<file path="src/eth_stream_pkg.sv">
// Beat format fixed at 64-bit data with byte enables; bad is only meaningful on a last beat
`default_nettype none

package eth_stream_pkg;

    // Payload of one beat, same width as the MAC side
    typedef logic [63:0] data_t;

    // One enable per byte of data_t
    typedef logic [7:0] keep_t;

    // Beat as carried between all stages
    // bad on a last beat marks the whole frame for dropping
    typedef struct packed {
        data_t data;
        keep_t keep;
        logic  last;
        logic  bad;
    } rx_beat_t;

    // Length checker states
    typedef enum logic [1:0] {
        CHECK_IDLE     = 2'd0,
        CHECK_BODY     = 2'd1,
        CHECK_OVERSIZE = 2'd2
    } check_state_t;

endpackage

`default_nettype wire

</file>
<file path="src/rx_status_pkg.sv">
// Status bits are single-cycle pulses on logic_clk; at most one is set in any cycle
`default_nettype none

package rx_status_pkg;

    // Frame outcome reported by the buffer
    typedef struct packed {
        logic good_frame;
        logic bad_frame;
        logic overflow;
    } frame_status_t;

    // Write side of the frame buffer
    // WR_DISCARD holds until the last beat of a frame that ran out of space
    typedef enum logic {
        WR_ACCEPT  = 1'b0,
        WR_DISCARD = 1'b1
    } wr_state_t;

endpackage

`default_nettype wire

</file>
<file path="src/eth_rx_frame_fifo.sv">
// Single clock receive path; input is never stalled, so frames are dropped when the buffer fills
`timescale 1ns/10ps
`default_nettype none

module eth_rx_frame_fifo #(
    parameter int DEPTH           = 64,
    parameter int MAX_FRAME_BEATS = 190
) (
    input  wire                          logic_clk,
    input  wire                          logic_rst,

    // MAC side
    input  wire eth_stream_pkg::rx_beat_t mac_beat,
    input  wire                          mac_valid,

    // Stream output
    output eth_stream_pkg::rx_beat_t     rx_beat,
    output logic                         rx_valid,
    input  wire                          rx_ready,

    output rx_status_pkg::frame_status_t rx_status
);

    eth_stream_pkg::rx_beat_t chk_beat;
    logic                     chk_valid;
    eth_stream_pkg::rx_beat_t buf_beat;
    logic                     buf_valid;
    logic                     buf_ready;

    rx_frame_check #(
        .MAX_FRAME_BEATS(MAX_FRAME_BEATS)
    ) u_check (
        .logic_clk(logic_clk),
        .logic_rst(logic_rst),
        .mac_beat(mac_beat),
        .mac_valid(mac_valid),
        .chk_beat(chk_beat),
        .chk_valid(chk_valid)
    );

    rx_frame_buffer #(
        .DEPTH(DEPTH)
    ) u_buffer (
        .logic_clk(logic_clk),
        .logic_rst(logic_rst),
        .chk_beat(chk_beat),
        .chk_valid(chk_valid),
        .buf_beat(buf_beat),
        .buf_valid(buf_valid),
        .buf_ready(buf_ready),
        .rx_status(rx_status)
    );

    rx_output_pipe u_pipe (
        .logic_clk(logic_clk),
        .logic_rst(logic_rst),
        .buf_beat(buf_beat),
        .buf_valid(buf_valid),
        .buf_ready(buf_ready),
        .rx_beat(rx_beat),
        .rx_valid(rx_valid),
        .rx_ready(rx_ready)
    );

endmodule

`default_nettype wire

</file>
<file path="src/rx_frame_buffer.sv">
// DEPTH must be a power of two; a frame larger than free space is dropped whole, never truncated
`timescale 1ns/10ps
`default_nettype none

module rx_frame_buffer #(
    parameter int DEPTH = 64
) (
    input  wire                          logic_clk,
    input  wire                          logic_rst,

    input  wire eth_stream_pkg::rx_beat_t chk_beat,
    input  wire                          chk_valid,

    output eth_stream_pkg::rx_beat_t     buf_beat,
    output logic                         buf_valid,
    input  wire                          buf_ready,

    output rx_status_pkg::frame_status_t rx_status
);

    localparam int ADDR_W = $clog2(DEPTH);

    // Extra bit tells full from empty
    typedef logic [ADDR_W:0]   ptr_t;
    typedef logic [ADDR_W-1:0] addr_t;

    eth_stream_pkg::rx_beat_t mem [DEPTH];

    ptr_t                     rd_ptr;
    ptr_t                     wr_ptr;
    ptr_t                     wr_ptr_commit;
    ptr_t                     wr_ptr_next;
    ptr_t                     used;
    logic                     full;
    logic                     frame_ready;
    logic                     load_out;
    rx_status_pkg::wr_state_t wr_state;

    assign wr_ptr_next = wr_ptr + ptr_t'(1);

    // Occupancy seen by the writer, speculative beats included
    assign used = wr_ptr - rd_ptr;
    assign full = used == ptr_t'(DEPTH);

    // Only committed beats are visible to the reader
    assign frame_ready = rd_ptr != wr_ptr_commit;
    assign load_out    = frame_ready && (!buf_valid || buf_ready);

    // Write side and status
    always_ff @(posedge logic_clk or posedge logic_rst) begin
        if (logic_rst) begin
            wr_ptr        <= '0;
            wr_ptr_commit <= '0;
            wr_state      <= rx_status_pkg::WR_ACCEPT;
            rx_status     <= '0;
        end else begin
            rx_status <= '0;
            if (chk_valid) begin
                if (wr_state == rx_status_pkg::WR_DISCARD || full) begin
                    if (chk_beat.last) begin
                        // Frame lost for space, rewind to the last commit
                        wr_ptr             <= wr_ptr_commit;
                        wr_state           <= rx_status_pkg::WR_ACCEPT;
                        rx_status.overflow <= 1'b1;
                    end else begin
                        wr_state <= rx_status_pkg::WR_DISCARD;
                    end
                end else if (chk_beat.last && chk_beat.bad) begin
                    wr_ptr              <= wr_ptr_commit;
                    rx_status.bad_frame <= 1'b1;
                end else if (chk_beat.last) begin
                    wr_ptr               <= wr_ptr_next;
                    wr_ptr_commit        <= wr_ptr_next;
                    rx_status.good_frame <= 1'b1;
                end else begin
                    wr_ptr <= wr_ptr_next;
                end
            end
        end
    end

    // RAM write, payload only
    always_ff @(posedge logic_clk) begin
        if (chk_valid && wr_state == rx_status_pkg::WR_ACCEPT && !full) begin
            mem[addr_t'(wr_ptr)] <= chk_beat;
        end
    end

    // Read side control
    always_ff @(posedge logic_clk or posedge logic_rst) begin
        if (logic_rst) begin
            rd_ptr    <= '0;
            buf_valid <= 1'b0;
        end else begin
            if (load_out) begin
                rd_ptr    <= rd_ptr + ptr_t'(1);
                buf_valid <= 1'b1;
            end else if (buf_ready) begin
                buf_valid <= 1'b0;
            end
        end
    end

    // Output register, refilled as soon as the held beat is taken
    always_ff @(posedge logic_clk) begin
        if (load_out) begin
            buf_beat     <= mem[addr_t'(rd_ptr)];
            // Committed frames carry no error
            buf_beat.bad <= 1'b0;
        end
    end

    // Speculative pointer stays within one buffer of the commit point
    assert property (@(posedge logic_clk) disable iff (logic_rst)
        ptr_t'(wr_ptr - wr_ptr_commit) <= ptr_t'(DEPTH))
        else $error("rx_frame_buffer: commit pointer passed write pointer");

    assert property (@(posedge logic_clk) disable iff (logic_rst)
        $onehot0(rx_status))
        else $error("rx_frame_buffer: more than one status pulse");

endmodule

`default_nettype wire

</file>
<file path="src/rx_frame_check.sv">
// MAC side cannot stall; beats past MAX_FRAME_BEATS are swallowed except the flagged last beat
`timescale 1ns/10ps
`default_nettype none

module rx_frame_check #(
    parameter int MAX_FRAME_BEATS = 190
) (
    input  wire                       logic_clk,
    input  wire                       logic_rst,

    input  wire eth_stream_pkg::rx_beat_t mac_beat,
    input  wire                       mac_valid,

    output eth_stream_pkg::rx_beat_t  chk_beat,
    output logic                      chk_valid
);

    // Must hold MAX_FRAME_BEATS + 1 without wrapping
    localparam int CNT_W = $clog2(MAX_FRAME_BEATS + 2);

    typedef logic [CNT_W-1:0] count_t;

    eth_stream_pkg::check_state_t state;
    count_t                       beat_count;
    count_t                       next_count;
    logic                         too_long;
    logic                         frame_bad;

    // beat_count is zero between frames, so a first beat counts as one
    assign next_count = beat_count + count_t'(1);
    assign too_long   = next_count > count_t'(MAX_FRAME_BEATS);

    // Length flag, plus the MAC error when it comes on a last beat
    assign frame_bad = (mac_beat.last && mac_beat.bad) || too_long ||
                       (state == eth_stream_pkg::CHECK_OVERSIZE);

    always_ff @(posedge logic_clk or posedge logic_rst) begin
        if (logic_rst) begin
            state      <= eth_stream_pkg::CHECK_IDLE;
            beat_count <= '0;
            chk_valid  <= 1'b0;
        end else begin
            chk_valid <= 1'b0;
            if (mac_valid) begin
                if (mac_beat.last) begin
                    // End of frame always passes so the buffer can close it
                    chk_valid  <= 1'b1;
                    state      <= eth_stream_pkg::CHECK_IDLE;
                    beat_count <= '0;
                end else if (state == eth_stream_pkg::CHECK_OVERSIZE) begin
                    // Swallow body beats of a long frame
                    state <= eth_stream_pkg::CHECK_OVERSIZE;
                end else if (too_long) begin
                    state <= eth_stream_pkg::CHECK_OVERSIZE;
                end else begin
                    chk_valid  <= 1'b1;
                    state      <= eth_stream_pkg::CHECK_BODY;
                    beat_count <= next_count;
                end
            end
        end
    end

    // Payload register
    always_ff @(posedge logic_clk) begin
        if (mac_valid) begin
            chk_beat.data <= mac_beat.data;
            chk_beat.keep <= mac_beat.keep;
            chk_beat.last <= mac_beat.last;
            // Length flag only rises on beats that are swallowed or end the frame
            chk_beat.bad  <= frame_bad;
        end
    end

    // Buffer decides drops from the last beat alone, so body beats must be clean
    assert property (@(posedge logic_clk) disable iff (logic_rst)
        chk_valid |-> !(chk_beat.bad && !chk_beat.last))
        else $error("rx_frame_check: bad flag on a non-last beat");

endmodule

`default_nettype wire

</file>
<file path="src/rx_output_pipe.sv">
// buf_ready depends combinationally on rx_ready; two beats in flight at most
`timescale 1ns/10ps
`default_nettype none

module rx_output_pipe (
    input  wire                          logic_clk,
    input  wire                          logic_rst,

    input  wire eth_stream_pkg::rx_beat_t buf_beat,
    input  wire                          buf_valid,
    output logic                         buf_ready,

    output eth_stream_pkg::rx_beat_t     rx_beat,
    output logic                         rx_valid,
    input  wire                          rx_ready
);

    eth_stream_pkg::rx_beat_t mid_beat;
    logic                     mid_valid;
    logic                     out_open;

    // Output stage can load when empty or being taken
    assign out_open = !rx_valid || rx_ready;

    // First stage can load when empty or moving on
    assign buf_ready = !mid_valid || out_open;

    always_ff @(posedge logic_clk or posedge logic_rst) begin
        if (logic_rst) begin
            mid_valid <= 1'b0;
            rx_valid  <= 1'b0;
        end else begin
            if (out_open) begin
                rx_valid <= mid_valid;
            end
            if (buf_ready) begin
                mid_valid <= buf_valid;
            end
        end
    end

    always_ff @(posedge logic_clk) begin
        if (out_open && mid_valid) begin
            rx_beat <= mid_beat;
        end
        if (buf_ready && buf_valid) begin
            mid_beat <= buf_beat;
        end
    end

    // Stream rule on the output
    assert property (@(posedge logic_clk) disable iff (logic_rst)
        (rx_valid && !rx_ready) |=> (rx_valid && $stable(rx_beat)))
        else $error("rx_output_pipe: output changed while stalled");

endmodule

`default_nettype wire

</file>
<file path="config.mk">
export PLATFORM = sky130hd
export DESIGN_NAME = eth_rx_frame_fifo
export DESIGN_NICKNAME = d
export VERILOG_FILES = /design/src/eth_stream_pkg.sv /design/src/rx_status_pkg.sv /design/src/eth_rx_frame_fifo.sv /design/src/rx_frame_buffer.sv /design/src/rx_frame_check.sv /design/src/rx_output_pipe.sv
export SDC_FILE = /design/constraint.sdc
export NUM_CORES = 2
export LEC_CHECK = 0
export BUFFER_PORTS_ARGS = -buffer_cell sky130_fd_sc_hd__buf_2
export CORE_AREA = 2 2 644 646
export CTS_CLUSTER_SIZE = 28
export DETAILED_ROUTE_END_ITERATION = 12
export DIE_AREA = 0 0 646 648
export HOLD_SLACK_MARGIN = 0.15
export PLACE_DENSITY = 0.68
export SYNTH_ARGS = -nofsm -noshare
export SYNTH_HDL_FRONTEND = slang
export SYNTH_HIERARCHICAL = 1
export SYNTH_MEMORY_MAX_BITS = 65536
export SYNTH_SLANG_ARGS = --single-unit
</file>
<file path="constraint.sdc">
create_clock -name logic_clk -period 6.2 [get_ports logic_clk]
set_clock_uncertainty 0.1 [all_clocks]
set_input_delay 1.24 -clock logic_clk [delete_from_list [all_inputs] [get_ports logic_clk]]
set_output_delay 1.24 -clock logic_clk [all_outputs]
set_load 0.01 [all_outputs]
</file>
==> run metrics <==
largest net degree at the start of global routing=144; Starting Density=45.8%; Syn Std Cell Area=189,000 sq um; R2R cell count=10; vias per inst=6.32; Clk Latency, worst-skew pair=1.02 ns; RSZ-0062 raised after global routing=no; Async SR Flop Fraction=0.779%; Slew @ Worst Pin=roughly 1.3 ns; Critical Path RT=roughly 6.7 ns; CP Launch Type=flip-flop; WHS=~0.29 ns; Ports=between 150 and 200; count of cell types in the netlist=between 70 and 80; Achievable Freq=182 MHz; GPL Wtd Cong=around 0.82; Vias=88,300; WL final=493 mm; die width=646 microns; Worst VDD drop=0.489 mV; Worst setup EP type=flip-flop; yosys synthesis warning count=6; cell count along the critical path=10; hold depth=1; initial antenna violation count=24; WP data arrival=between 6 and 7 ns; row cnt=236; Fin. Hold Viols=0; most frequent cell after synthesis=edfxtp_1; DR WL/cell=35.2 microns; LEAKAGE=65.9 nW; cell repeated most along the worst path=nand3_1; relative slew slack=13.1%; Final min period=5.51 ns; area fraction of the dominant cell type after synthesis=slightly below 80%; Synth Net Count=7,682; Crit path largest cell delay=~1.2 ns; Final setup viols=0; top post-synthesis cells by count=4,967 x edfxtp_1, 1,460 x mux4_2, 312 x nand2_1, 203 x clkbuf_1, 144 x buf_2; met2 Usage GRT=37.5%; first-pass iteration count of the detailed router=5; top cell family by delay on the critical path=simple AND/OR/NAND/NOR gates; Post-synth EDFFs=4,967; Die ar.=419,000 sq um; post-synthesis sequential area ratio=79.6%; Detail Route Antenna Nets=0; dominant synthesized flop cell=edfxtp_1; final core utilization=between 50 and 60%; DP Wirelength=259 mm; first-pass GRT wire length=689 mm; Layout Nets=8,174; Setup CP Type=reg2reg; Crit Path Max Fanout=51; CTS Root Cell=clkbuf_16; CTS max path bufs=4; Crit path buffers/inverters=2; Max Cap Viol=0; 1st-iter DRT viols=12,300; Inserted Clock Buffers=466; Synth area leader=edfxtp_1; vias in the first global route=around 89,000; Area contributors post-synth=edfxtp_1 79%, mux4_2 17%, nand2_1 0.62%, dfrtp_1 0.52%, clkbuf_1 0.40%; final period utilization=approximately nine tenths; GR Layer Usage met1=32.0%; area grow syn2layout=12.7%; drt drc=0; met3 GRT Util=4.59%; Max stage delay cell, worst path=nor2_4; # Post-CTS Setup Buffers=0; Die Y=648 microns; total clock sinks=5,006; GRT busiest layer=met2; Total GRT Usage=23.4%; HP Class=in2reg; quantity of I/O buffers inserted on ports=155; Yosys reg bits=approximately 5,000; average cell area after synthesis=24.8 sq um; Max Slew Vio Count=0; critical-path cell list=inv_1 > ha_1 > nor2b_1 > o21ai_0 > nand3_1 > nand3_1 > and3_1 > nand3b_1 > nor2_4 > buf_4; share of layout cells above drive strength 1=30.9%; CORE AREA=412,000 sq um; synthesized instance count=between 7,000 and 8,000; Clock transition at path regs=roughly 0.07 ns; pwr dens=445 nW/um^2; Max H-tree Level=5; total grt overflow=0; CTS tree=built; status=finished, final reports clean
==> final timing paths <==
| check | startpoint | to | slack, ns |
|---|---|---|---|
| setup / recovery | u_buffer/rd_ptr[1]$_DFFE_PP0P_ | u_buffer/mem[44][15]$_DFFE_PP_ | 0.69 |
| hold / removal | mac_beat[24] | u_check/chk_beat[24]$_DFFE_PP_ | 0.29 |
| setup reg to reg | u_buffer/rd_ptr[1]$_DFFE_PP0P_ | u_buffer/mem[44][15]$_DFFE_PP_ | 0.69 |
| hold reg to reg | u_pipe/mid_beat[15]$_DFFE_PP_ | u_pipe/rx_beat[15]$_DFFE_PP_ | 0.32 |
| max in group asynchronous | logic_rst | u_buffer/rd_ptr[0]$_DFFE_PP0P_ | 3.90 |
| min in group asynchronous | logic_rst | u_pipe/mid_valid$_DFFE_PP0P_ | 0.75 |
==> flip-flops by register name, summed over array words and instances, names as in the netlist, 2 cells and up <==
name                    count
u_buffer/rx_status          3
u_check/chk_beat           74
u_buffer/rd_ptr             7
u_check/beat_count          8
u_buffer/mem             4672
u_pipe/rx_beat             74
u_buffer/wr_ptr_commit      7
u_buffer/buf_beat          73
u_buffer/wr_ptr             7
u_check/state               2
u_pipe/mid_beat            74
==> power breakdown <==
group / switching, mW / total, mW / leakage [nW] / internal [mW]
clock network: 12.5 / 28.5 / 7.39 / 16.0
logic: 14.1 / 25.4 / 13.1 / 11.3
registers: 0.969 / 40.6 / 45.4 / 39.6
total: 27.5 / 94.5 / 65.9 / 67.0
==> per-layer routing <==
| layer | routed length [microns] | up-vias |
|---|---|---|
| met5 | 24 | - |
| li1 | - | 33800 |
| met2 | 237000 | 5476 |
| met1 | 181000 | 48100 |
| met3 | 53300 | 913 |
| met4 | 21400 | 4 |
==> layout make-up <==
| cell class | instances | area [sq um] |
|---|---|---|
| tap | 5474 | 6850 |
| fill | 30900 | 199000 |
| antenna | 17 | 42.5 |
| clock inverter | 306 | 3010 |
| sequential | 5006 | 150000 |
| inverter | 19 | 88.8 |
| clock buffer | 568 | 12200 |
| multi-input combinational | 2174 | 37100 |
| timing repair buffer | 419 | 3120 |
==> worst reg2reg max path: stages, from the launching register on <==
cell,delay (ns)
dfrtp_4,0.71
inv_1,0.16
ha_1,0.33
nor2b_1,0.13
o21ai_0,0.26
nand3_1,0.18
nand3_1,0.15
and3_1,0.21
nand3b_1,0.60
nor2_4,1.15
buf_4,1.00
==> per-stage QoR <==
| stage | worst slack [ns] | instances | setup TNS [ns] | power (mW) | cell area, sq um |
|---|---|---|---|---|---|
| global placement | 0.691 | 13100 | 0 | 66.6 | 197000 |
| global route | 0.519 | 14000 | 0 | 97.4 | 213000 |
| CTS | 0.729 | 14000 | 0 | 95.1 | 213000 |
| detailed placement | 0.826 | 13100 | 0 | 66.8 | 197000 |
| floorplan | -0.449 | 7594 | -1949.43 | 58.1 | 189000 |
| finish | 0.691 | 14000 | 0 | 94.5 | 213000 |
==> cells by family (layout without fill, tap and decap cells) <==
family,Yosys count,count (layout),synth area share (%)
AO/OA/AOI/OAI,135,135,0.494
XOR/XNOR,20,20,0.0929
adder cells (fa/ha/maj),10,10,0.0663
buffers and inverters,414,1312,0.987
flip-flops,5006,5006,79.6
multiplexers,1467,1467,17.5
other,1,18,0.00199
AND/OR/NAND/NOR,541,541,1.29
==> placed cells by master, fill, tap and decap left out, types with 6 or more instances in the layout <==
cell type   instances
a31oi_1            74
clkinvlp_4         20
and3_1             81
buf_12             28
dfrtp_1            33
xnor2_1            12
bufinv_16          48
a21oi_1            12
mux4_2           1460
clkbuf_16         471
buf_4             235
buf_2             154
edfxtp_1         4967
clkbuf_1           90
diode_2            17
clkinv_1          125
xor2_1              8
ha_1               10
nor2b_1             7
nand3_1            17
nor2_1             18
o21ai_0             7
dfrtp_4             6
nor2_4             64
inv_1              16
clkinv_2           86
clkbuf_8            7
nand2_1           312
inv_6               8
clkinv_16          10
==> timing repair <==
| action | in CTS | in global routing |
|---|---|---|
| hold buffers | 1 | 0 |
| endpoints found under the hold margin | 2 | 0 |
| gates resized for setup | 0 | 0 |
(Power assumes the default switching activity.)
